File: src/design/uart_params.svh
`ifndef UART_PARAMS_SVH
`define UART_PARAMS_SVH

// Frame shape
`define UART_DATA_BITS   8
`define UART_FRAME_BITS  11   // Start, data, parity, stop

// Receiver sample ticks per bit
`define UART_OVERSAMPLE  16

// Clock cycles per bit, one per baud select value
// Kept short for simulation, all multiples of the oversampling factor
`define UART_CLKS_PER_BIT_0  32
`define UART_CLKS_PER_BIT_1  48
`define UART_CLKS_PER_BIT_2  64
`define UART_CLKS_PER_BIT_3  96
`define UART_CLKS_PER_BIT_4  128
`define UART_CLKS_PER_BIT_5  192
`define UART_CLKS_PER_BIT_6  256
`define UART_CLKS_PER_BIT_7  384

`endif

File: src/design/uart_cfg_pkg.sv
`default_nettype none

package uart_cfg_pkg;

    // Baud rate choice, fastest first
    typedef enum logic [2:0] {
        BAUD_0 = 3'd0,
        BAUD_1 = 3'd1,
        BAUD_2 = 3'd2,
        BAUD_3 = 3'd3,
        BAUD_4 = 3'd4,
        BAUD_5 = 3'd5,
        BAUD_6 = 3'd6,
        BAUD_7 = 3'd7
    } baud_sel_e;

    // Link configuration shared by both endpoints
    typedef struct packed {
        baud_sel_e baud_sel;
        logic      tx_en;     // Transmit enable
        logic      rx_en;     // Receive enable
    } uart_cfg_t;

endpackage

`default_nettype wire

File: src/design/uart_frame_pkg.sv
`default_nettype none

`include "uart_params.svh"

package uart_frame_pkg;

    // Transmitter states, encodings kept from the older per-bit FSM
    typedef enum logic [3:0] {
        START_BIT  = 4'b0000,
        DATA_BIT   = 4'b0001,   // Walks all data bits with an index
        PARITY_BIT = 4'b1001,
        STOP_BIT   = 4'b1010,
        IDLE       = 4'b1011,
        DISABLED   = 4'b1100
    } tx_state_e;

    typedef enum logic [2:0] {
        RX_IDLE,
        RX_START,
        RX_DATA,
        RX_PARITY,
        RX_STOP
    } rx_state_e;

    // One received frame
    typedef struct packed {
        logic [`UART_DATA_BITS-1:0] data;
        logic                       parity_error;
        logic                       frame_error;    // Stop bit was low
    } rx_result_t;

endpackage

`default_nettype wire

File: src/design/baud_controller.sv
`timescale 1ns/1ps
`default_nettype none

`include "uart_params.svh"

module baud_controller #(
    parameter int OVERSAMPLE = 1
) (
    input  logic                  clk,
    input  logic                  reset,
    input  uart_cfg_pkg::baud_sel_e baud_sel,
    input  logic                  run,
    input  logic                  restart,
    output logic                  tick
);
    import uart_cfg_pkg::*;

    localparam int CNT_W = $clog2(`UART_CLKS_PER_BIT_7 + 1);

    logic [CNT_W-1:0] clks_per_bit;
    logic [CNT_W-1:0] last_count;
    logic [CNT_W-1:0] count;

    always_comb begin
        case (baud_sel)
            BAUD_0:  clks_per_bit = CNT_W'(`UART_CLKS_PER_BIT_0);
            BAUD_1:  clks_per_bit = CNT_W'(`UART_CLKS_PER_BIT_1);
            BAUD_2:  clks_per_bit = CNT_W'(`UART_CLKS_PER_BIT_2);
            BAUD_3:  clks_per_bit = CNT_W'(`UART_CLKS_PER_BIT_3);
            BAUD_4:  clks_per_bit = CNT_W'(`UART_CLKS_PER_BIT_4);
            BAUD_5:  clks_per_bit = CNT_W'(`UART_CLKS_PER_BIT_5);
            BAUD_6:  clks_per_bit = CNT_W'(`UART_CLKS_PER_BIT_6);
            default: clks_per_bit = CNT_W'(`UART_CLKS_PER_BIT_7);
        endcase
    end

    assign last_count = CNT_W'(clks_per_bit / OVERSAMPLE - 1);   // Divide per tick

    always_ff @(posedge clk or posedge reset) begin
        if (reset) begin
            count <= '0;
        end else if (restart) begin
            count <= '0;                    // Fresh full period
        end else if (run) begin
            if (count >= last_count)        // Also catches a baud change mid-count
                count <= '0;
            else
                count <= count + 1'b1;
        end
    end

    assign tick = run && (count >= last_count);

    // Restart precedes run, so the first run cycle starts a fresh period
    a_no_tick_at_run_start: assert property (@(posedge clk) disable iff (reset)
        $rose(run) |-> !tick)
        else $error("baud_controller: tick came in the first cycle of run");

    // Period is at least two cycles, so ticks never merge
    a_tick_single: assert property (@(posedge clk) disable iff (reset)
        tick |=> !tick)
        else $error("baud_controller: tick lasted more than one cycle");

endmodule

`default_nettype wire

File: src/design/uart_transmitter.sv
`timescale 1ns/1ps
`default_nettype none

`include "uart_params.svh"

module uart_transmitter (
    input  logic                       clk,
    input  logic                       reset,
    input  uart_cfg_pkg::uart_cfg_t    cfg,
    input  logic [`UART_DATA_BITS-1:0] tx_data,
    input  logic                       tx_wr,
    output logic                       txd,
    output logic                       tx_busy
);
    import uart_frame_pkg::*;

    localparam int IDX_W = $clog2(`UART_DATA_BITS);
    localparam logic [IDX_W-1:0] MSB_IDX = IDX_W'(`UART_DATA_BITS - 1);

    tx_state_e                  state;
    logic [`UART_DATA_BITS-1:0] data_q;     // Byte held from the write
    logic                       parity_q;
    logic [IDX_W-1:0]           bit_idx;
    logic                       accept;
    logic                       bit_tick;

    // Write taken only when idle and enabled
    assign accept = (state == IDLE) && tx_wr && cfg.tx_en;

    baud_controller #(
        .OVERSAMPLE(1)
    ) i_baud_controller (
        .clk     (clk),
        .reset   (reset),
        .baud_sel(cfg.baud_sel),
        .run     (tx_busy),         // Counts only during a frame
        .restart (accept),
        .tick    (bit_tick)
    );

    always_ff @(posedge clk) begin
        if (accept) begin
            data_q   <= tx_data;
            parity_q <= ^tx_data;           // Even parity
        end
    end

    always_ff @(posedge clk or posedge reset) begin
        if (reset) begin
            state   <= IDLE;
            txd     <= 1'b1;
            tx_busy <= 1'b0;
            bit_idx <= '0;
        end else begin
            case (state)
                DISABLED: begin
                    if (cfg.tx_en)
                        state <= IDLE;
                end
                IDLE: begin
                    if (accept) begin
                        state   <= START_BIT;
                        txd     <= 1'b0;
                        tx_busy <= 1'b1;
                    end
                end
                START_BIT: begin
                    if (bit_tick) begin
                        state   <= DATA_BIT;
                        bit_idx <= MSB_IDX;
                        txd     <= data_q[MSB_IDX];     // MSB goes first
                    end
                end
                DATA_BIT: begin
                    if (bit_tick) begin
                        if (bit_idx == '0) begin
                            state <= PARITY_BIT;
                            txd   <= parity_q;
                        end else begin
                            bit_idx <= bit_idx - 1'b1;
                            txd     <= data_q[bit_idx - 1'b1];
                        end
                    end
                end
                PARITY_BIT: begin
                    if (bit_tick) begin
                        state <= STOP_BIT;
                        txd   <= 1'b1;
                    end
                end
                STOP_BIT: begin
                    if (bit_tick) begin
                        state   <= DISABLED;        // One pass before IDLE
                        tx_busy <= 1'b0;
                    end
                end
                default: begin
                    state   <= DISABLED;
                    txd     <= 1'b1;
                    tx_busy <= 1'b0;
                end
            endcase
        end
    end

    a_idle_not_busy: assert property (@(posedge clk) disable iff (reset)
        (state == IDLE || state == DISABLED) |-> !tx_busy)
        else $error("uart_transmitter: tx_busy high outside a frame");

    a_line_idle_high: assert property (@(posedge clk) disable iff (reset)
        !tx_busy |-> txd)
        else $error("uart_transmitter: txd low while not busy");

endmodule

`default_nettype wire

File: src/design/uart_receiver.sv
`timescale 1ns/1ps
`default_nettype none

`include "uart_params.svh"

module uart_receiver (
    input  logic                       clk,
    input  logic                       reset,
    input  uart_cfg_pkg::uart_cfg_t    cfg,
    input  logic                       rxd,
    output uart_frame_pkg::rx_result_t rx_result,
    output logic                       rx_valid
);
    import uart_frame_pkg::*;

    localparam int SMP_W = $clog2(`UART_OVERSAMPLE);
    localparam int IDX_W = $clog2(`UART_DATA_BITS);
    localparam logic [SMP_W-1:0] MID_SAMPLE  = SMP_W'(`UART_OVERSAMPLE / 2 - 1);
    localparam logic [SMP_W-1:0] LAST_SAMPLE = SMP_W'(`UART_OVERSAMPLE - 1);
    localparam logic [IDX_W-1:0] LAST_BIT    = IDX_W'(`UART_DATA_BITS - 1);

    rx_state_e                  state;
    logic                       rxd_meta;
    logic                       rxd_sync;
    logic                       rxd_prev;
    logic                       start_edge;
    logic                       restart;
    logic                       sample_tick;
    logic                       mid_start;
    logic                       bit_done;
    logic [SMP_W-1:0]           sample_cnt;
    logic [IDX_W-1:0]           bit_cnt;
    logic [`UART_DATA_BITS-1:0] shift_q;
    logic                       parity_bit;

    assign start_edge = rxd_prev && !rxd_sync;
    assign restart    = (state == RX_IDLE) && start_edge && cfg.rx_en;
    assign mid_start  = (state == RX_START) && sample_tick && (sample_cnt == MID_SAMPLE);
    assign bit_done   = sample_tick && (sample_cnt == LAST_SAMPLE);

    baud_controller #(
        .OVERSAMPLE(`UART_OVERSAMPLE)
    ) i_baud_controller (
        .clk     (clk),
        .reset   (reset),
        .baud_sel(cfg.baud_sel),
        .run     (state != RX_IDLE),
        .restart (restart),         // Align ticks to the start edge
        .tick    (sample_tick)
    );

    // Two-flop synchronizer plus edge history, line idles high
    always_ff @(posedge clk or posedge reset) begin
        if (reset) begin
            rxd_meta <= 1'b1;
            rxd_sync <= 1'b1;
            rxd_prev <= 1'b1;
        end else begin
            rxd_meta <= rxd;
            rxd_sync <= rxd_meta;
            rxd_prev <= rxd_sync;
        end
    end

    always_ff @(posedge clk or posedge reset) begin
        if (reset) begin
            state      <= RX_IDLE;
            sample_cnt <= '0;
            bit_cnt    <= '0;
            rx_valid   <= 1'b0;
        end else begin
            rx_valid <= 1'b0;
            if (restart)
                sample_cnt <= '0;
            else if (mid_start)
                sample_cnt <= '0;               // Later samples land mid-bit
            else if (sample_tick)
                sample_cnt <= sample_cnt + 1'b1;    // Wraps every bit
            case (state)
                RX_IDLE: begin
                    if (restart)
                        state <= RX_START;
                end
                RX_START: begin
                    if (mid_start) begin
                        state   <= rxd_sync ? RX_IDLE : RX_DATA;  // Glitch rejected
                        bit_cnt <= '0;
                    end
                end
                RX_DATA: begin
                    if (bit_done) begin
                        bit_cnt <= bit_cnt + 1'b1;
                        if (bit_cnt == LAST_BIT)
                            state <= RX_PARITY;
                    end
                end
                RX_PARITY: begin
                    if (bit_done)
                        state <= RX_STOP;
                end
                RX_STOP: begin
                    if (bit_done) begin
                        state    <= RX_IDLE;
                        rx_valid <= 1'b1;
                    end
                end
                default: state <= RX_IDLE;
            endcase
        end
    end

    always_ff @(posedge clk) begin
        if (state == RX_DATA && bit_done)
            shift_q <= {shift_q[`UART_DATA_BITS-2:0], rxd_sync};    // MSB arrives first
        if (state == RX_PARITY && bit_done)
            parity_bit <= rxd_sync;
        if (state == RX_STOP && bit_done) begin
            rx_result <= '{data:         shift_q,
                           parity_error: parity_bit ^ (^shift_q),
                           frame_error:  !rxd_sync};
        end
    end

    a_valid_pulse: assert property (@(posedge clk) disable iff (reset)
        rx_valid |=> !rx_valid)
        else $error("uart_receiver: rx_valid held longer than one cycle");

endmodule

`default_nettype wire

File: src/design/uart_top.sv
`timescale 1ns/1ps
`default_nettype none

`include "uart_params.svh"

module uart_top (
    input  logic                       clk,
    input  logic                       reset,
    input  uart_cfg_pkg::uart_cfg_t    cfg,
    input  logic [`UART_DATA_BITS-1:0] tx_data,
    input  logic                       tx_wr,
    input  logic                       rxd,
    output logic                       txd,
    output logic                       tx_busy,
    output uart_frame_pkg::rx_result_t rx_result,
    output logic                       rx_valid
);

    // Each endpoint owns its baud controller
    uart_transmitter i_uart_transmitter (
        .clk    (clk),
        .reset  (reset),
        .cfg    (cfg),
        .tx_data(tx_data),
        .tx_wr  (tx_wr),
        .txd    (txd),
        .tx_busy(tx_busy)
    );

    uart_receiver i_uart_receiver (
        .clk      (clk),
        .reset    (reset),
        .cfg      (cfg),
        .rxd      (rxd),
        .rx_result(rx_result),
        .rx_valid (rx_valid)
    );

endmodule

`default_nettype wire

File: config.mk
export PLATFORM = sky130hd
export DESIGN_NAME = uart_top
export DESIGN_NICKNAME = d
export VERILOG_FILES = /design/src/design/uart_cfg_pkg.sv /design/src/design/uart_frame_pkg.sv /design/src/design/baud_controller.sv /design/src/design/uart_transmitter.sv /design/src/design/uart_receiver.sv /design/src/design/uart_top.sv
export VERILOG_INCLUDE_DIRS = /design/src /design/src/design
export SDC_FILE = /design/constraint.sdc
export NUM_CORES = 1
export LEC_CHECK = 0
export CORE_MARGIN = 4
export CORE_UTILIZATION = 63
export CTS_CLUSTER_SIZE = 8
export DETAILED_ROUTE_END_ITERATION = 8
export DONT_BUFFER_PORTS = 1
export PLACE_DENSITY = 0.79
export RECOVER_POWER = 25
export SLEW_MARGIN = 10
export SYNTH_ARGS = -nofsm -noshare
export SYNTH_HDL_FRONTEND = slang
export SYNTH_SLANG_ARGS = --single-unit
File: constraint.sdc
create_clock -name clk -period 3.6 [get_ports clk]
set_input_delay 0.72 -clock clk [delete_from_list [all_inputs] [get_ports clk]]
set_output_delay 0.72 -clock clk [all_outputs]
set_load 0.02 [all_outputs]
Word-level counts from Yosys, hierarchy flattened
Index checks and enable logic that the tools add are counted.

Bits in registers: 69. Bits in latches: 0. RAM bits: 0. Memory bits (read-only): 0. Bits of input ports: 17. Output and inout port bits: 13. Logic and storage cells: 145. Memories kept: 0.

Add/sub/neg operators: 7. Multipliers: 0. Divide/modulo/power cells: 0. Magnitude comparators: 3. Equal/unequal tests: 32. Shift-type cells: 0. Multiplexer cells: 46. Bitwise operators: 3. Reductions and logical operators: 34.

Operators by type and width (count): $pmux W9 S7 (1); $mux W9 (6); $mux W4 (10); $mux W3 (11); $pmux W4 S6 (1); $ne A2 B1 Y1 const B (11); $eq A4 B4 Y1 const B (5); $add A9 B1 Y9 const B (2); $ge A9 B9 Y1 (2); $reduce_xor A8 Y1 (2); $eq A3 B3 Y1 const B (5); $pmux W3 S5 (1); $logic_and A1 B1 Y1 (13); $eq A3 B2 Y1 const B (4); $pmux W3 S2 (2); $mux W1 (10); $logic_not A3 Y1 (3); $sub A9 B1 Y9 const B (1); $reduce_bool A2 Y1 (4); $reduce_and A7 Y1 (1); $eq A3 B1 Y1 const B (2); $ne A2 B2 Y1 const B (3); $reduce_and A3 Y1 (2); $reduce_and A6 Y1 (1); other kinds (20) (22).

Longest topological paths before layout
Depth after elaboration: 9. Mapped depth: 11. Mapped depth without buffers: 10.

Hierarchy
A second synthesis with hierarchy kept.

Cell total of the unflattened synthesis: 353. Area total of the unflattened synthesis: 3988.8 µm².

Modules (own cells, without submodules): uart_receiver (instances 1, cells an instance 97, area an instance 1405.1 µm²); uart_transmitter (instances 1, cells an instance 94, area an instance 1124.8 µm²); baud_controller at i_uart_receiver.i_baud_controller (instances 1, cells an instance 83, area an instance 747.0 µm²); baud_controller at i_uart_transmitter.i_baud_controller (instances 1, cells an instance 79, area an instance 711.9 µm²).

Worst setup path before layout
Ideal clock, no wire load.

Path type: input -> register. From: input port cfg[4] in the netlist's numbering. To: register, netlist name i_uart_receiver.rx_result[0]. Setup time: 0.377 ns. Data arrival time: 3.084 ns. Path slack: 0.138 ns. Stages on the path: 9. Cell sequence: or3b_2 -> ha_1 -> nor2b_1 -> o21ai_0 -> and3_1 -> o31ai_4 -> a211oi_1 -> nand2_1 -> nor2_1.

Word-level cells in the longest chain between the ends: 7. Elaborated cells on any way between the ends: 13.

RTL lines: start, declared (RTL line uart_top.sv:9) `input uart_cfg_pkg::uart_cfg_t cfg,`; $eq A3 B3 Y1, or another cell as far along (RTL line baud_controller.sv:25) `case (baud_sel)`; $pmux W9 S7 (*) (RTL line baud_controller.sv:25); $sub A5 B1 Y6 (*) (RTL line baud_controller.sv:37) `assign last_count = CNT_W'(clks_per_bit / OVERSAMPLE - 1);`; $ge A9 B9 Y1 (*) (RTL line baud_controller.sv:52) `assign tick = run && (count >= last_count);`; $logic_and A1 B1 Y1 (*) (RTL line baud_controller.sv:52); $logic_and A1 B1 Y1 (*) (RTL line uart_receiver.sv:39) `assign bit_done = sample_tick && (sample_cnt == LAST_SAMPLE);`; $logic_and A1 B1 Y1 (*) (RTL line uart_receiver.sv:117) `if (state == RX_STOP && bit_done) begin`.

Every way passes the cells marked *; elsewhere a longest branch is shown, timed or not. A chain may end at the register's enable or synchronous reset.

Worst setup path in the final report
From: input port cfg[4] in the netlist's numbering. To: register, netlist name i_uart_receiver.rx_result[8].

Word-level cells in the longest chain between the ends: 7. Elaborated cells on any way between the ends: 13.

RTL lines (RTL line): $eq A3 B3 Y1, or another cell as far along (baud_controller.sv:25); $pmux W9 S7 (*) (baud_controller.sv:25); $sub A5 B1 Y6 (*) (baud_controller.sv:37); $ge A9 B9 Y1 (*) (baud_controller.sv:52); $logic_and A1 B1 Y1 (*) (baud_controller.sv:52); $logic_and A1 B1 Y1 (*) (uart_receiver.sv:39); $logic_and A1 B1 Y1 (*) (uart_receiver.sv:117).

Marks and branches as above.

==> run metrics <==
status finished, violations left; failing checks capacitance limit, slew limit; startpoint types primary input; P_leak approximately 1.7 nW; clk sinks between 60 and 70; post-synthesis cell count about 360; share of layout cells above drive strength 1 0.1213; Clock Path Buffers 2; DP Area 3854 µm²; HP Class primary input to flip-flop; DP Worst Slack 0.4301 ns; Resized cells post-CTS 0; RSZ-0062 raised after global routing no; GRT Resource Usage Total 0.2037; I/O pins 30; # diodes 0; P&R area growth vs syn 8.264%; Setup crit end kind flip-flop; sequential share of the synthesized area 0.4995; initial antenna violation count 0; total wire length 6.889 mm; EDFF count, synth 28; drt drc 0; final instance area a little over 4000 µm²; Tot Pwr between 0.002 and 0.0025 W; post-route ant nets 0; chip height 85.20 µm; vias per inst between 6 and 7; fraction of the cycle the final worst path needs 0.7819; routability cong. 0.8365; clk_lat worst skew 0.34 ns; global-route wire length before repair between 10 and 15 mm; Routed wire per std cell around 16 µm; Die W between 80 and 90 µm; vias 2698; crit path launch cfg[4]; Initial DRC Count 177; Final Setup Violations 0; final critical-path required period around 2.8 ns; TritonCTS Buffers 9; CTS Root Cell clkbuf_8; pwr/cell area about 540 nW/µm²; mapped cell area 3755 µm²; Netlist cell types 60; initial cell density of the core 0.6656; hold depth 0; H-tree level count 3; largest net degree at the start of global routing 42; worst r2r src i_uart_transmitter.i_baud_controller.count[6]$_DFFE_PP0P_; hold buffers post-CTS 0; Fmax approximately 360 MHz; Core ar. approximately 5600 µm²; max_cap viols 1; fin worst setup slack 0.7851 ns; Slew Viols, Final between 40 and 50; worst setup path category primary input to flip-flop; CTS tree done; arrival time at the worst endpoint between 2 and 3 ns; Mean Syn Cell Area roughly 11 µm²; Post-Route Setup TNS 0 ns; Peak VDD IR about 0.42 mV; clock skew 0.008428 ns; HPWL Detailed around 4.7 mm; CP Max Fanout 11; full die area approximately 7300 µm²; Rows 27; final net count roughly 400; setup bufs post-CTS 0; max_slew headroom -0.4804; Port-buffer cells 0; grt total ovfl 0; Synthesis Warnings 0; Clock Pin Slew Worst Setup and Hold Paths around 0.08 ns; FF-to-FF setup slack between 1 and 1.5 ns; reg2reg path depth 8; ys flop type dfrtp_1; data required time of the critical path between 3 and 4 ns; Pre-antenna DRT Iters 4; final hold vios 0; synthesized flop and latch total between 60 and 70; Async SR Flop Fraction 0.5942; Reg-to-Reg End i_uart_transmitter.i_baud_controller.count[5]$_DFFE_PP0P_; worst-margin pin slew roughly 2.2 ns; Worst Setup EP i_uart_receiver.rx_result[8]$_DFFE_PP_; via count of the first global-routing pass 2516
[flip-flops by register name, summed over array words and instances, names as in the netlist, 3 cells and up]
register and cells:
i_uart_receiver.bit_cnt 3, i_uart_receiver.i_baud_controller.count 9, i_uart_receiver.rx_result 10, i_uart_receiver.sample_cnt 4, i_uart_receiver.shift_q 8, i_uart_receiver.state 3, i_uart_transmitter.bit_idx 3, i_uart_transmitter.data_q 8
i_uart_transmitter.i_baud_controller.count 9, i_uart_transmitter.state 4
[through the flow]
step,std cells,util,hold slack [ns]
6_report,443,0.7206,0.3653
3_5_place_dp,427,0.6831,0.3500
2_1_floorplan,360,-,0.3452
5_1_grt,443,0.7206,0.3401
4_1_cts,443,0.7212,0.3527
3_3_place_gp,427,0.6831,0.3478
[layer usage]
| metal | vias to the layer above | share of wire | track usage | routed length [µm] |
|---|---|---|---|---|
| li1 | 1317 | - | - | - |
| met1 | 1312 | 0.46 | 0.2750 | 3149 |
| met2 | 58 | 0.49 | 0.3114 | 3369 |
| met3 | 11 | 0.039 | 0.05049 | 271 |
| met4 | 0 | 0.014 | 0.09209 | 99 |
| met5 | - | 0 | 0 | 0 |
[worst min-delay path by stage]
stage,from,endpoint,slack (ns)
after CTS,rxd,i_uart_receiver.rxd_meta$_DFF_PP1_,0.35
after floorplan,i_uart_receiver.rxd_meta$_DFF_PP1_,i_uart_receiver.rxd_sync$_DFF_PP1_,0.35
after global routing,rxd,i_uart_receiver.rxd_meta$_DFF_PP1_,0.34
after detailed placement,i_uart_receiver.rxd_meta$_DFF_PP1_,i_uart_receiver.rxd_sync$_DFF_PP1_,0.35
final,rxd,i_uart_receiver.rxd_meta$_DFF_PP1_,0.37
after global placement,i_uart_receiver.rxd_meta$_DFF_PP1_,i_uart_receiver.rxd_sync$_DFF_PP1_,0.35
[final cells by class]
cell class              instances  area [µm²]
clock inverters                 6       87.58
inverters                      17       63.81
clock buffers                  10       127.6
fillers                       398        1577
repair buffers                  5       33.78
flip-flops and latches         69        1876
well taps                      72       90.09
multi-input cells             264        1787
[cell usage in the layout (no fill, tap or decap), types with 3 or more instances in the layout]
master     n
nor3_1     8
nor2_1    24
xor2_1     6
nand3_1   26
xnor2_1   13
mux2i_1    9
a22oi_1    3
ha_1      19
and3_1    11
nand2b_1   3
nor3b_1    4
inv_1     17
clkbuf_8   9
conb_1     4
o211ai_1   5
and3_2     3
buf_4      4
edfxtp_1  28
a21oi_1   18
o21ai_0   22
dfrtp_1   34
nor2b_1    6
nand2_1   32
dfstp_2    6
[synthesized netlist by cell type, types with 5 or more instances]
cell type,count,area [µm²]
and3_1,11,68.82
inv_1,17,63.81
nand2_1,32,120.1
o211ai_1,5,37.54
nor2_1,24,90.09
nor2b_1,6,37.54
dfrtp_1,34,850.8
dfstp_2,7,183.9
ha_1,19,237.7
edfxtp_1,28,840.8
nand3_1,26,130.1
a21oi_1,18,90.09
o21ai_0,22,110.1
clkbuf_1,9,33.78
mux2i_1,9,90.09
xnor2_1,13,113.9
xor2_1,6,52.55
nor3_1,9,45.04
[worst max-delay path, cell delays in order]
cell      delay (ns)
or3b_2          0.47
ha_1            0.29
nor2b_1         0.04
o21ai_0         0.20
and3_1          0.23
o31ai_4         0.10
a211oi_1        0.25
buf_4           0.18
nand2_1         0.06
nor2_1          0.11
buf_4           0.20
[cell families (layout without fill, tap and decap cells)]
group / Yosys count / count (layout) / synth area share
flops: 69 / 69 / 0.4995
fa+ha+maj: 20 / 20 / 0.06631
buf+inv: 27 / 38 / 0.02899
simple gates: 133 / 133 / 0.1786
compound gates: 75 / 75 / 0.1393
mux: 13 / 13 / 0.04199
other cells: 1 / 4 / 0.0009987
xor+xnor: 19 / 19 / 0.04432
[where the power goes]
part / total, W / leakage (nW) / switching [W] / internal, W
Combinational: 0.000455 / 0.824 / 0.000236 / 0.000219
Clock: 0.000688 / 0.100 / 0.000299 / 0.000389
Sequential: 0.00106 / 0.745 / 0.000142 / 0.000921
Total: 0.00221 / 1.67 / 0.000677 / 0.00153
(Power assumes the default switching activity.)
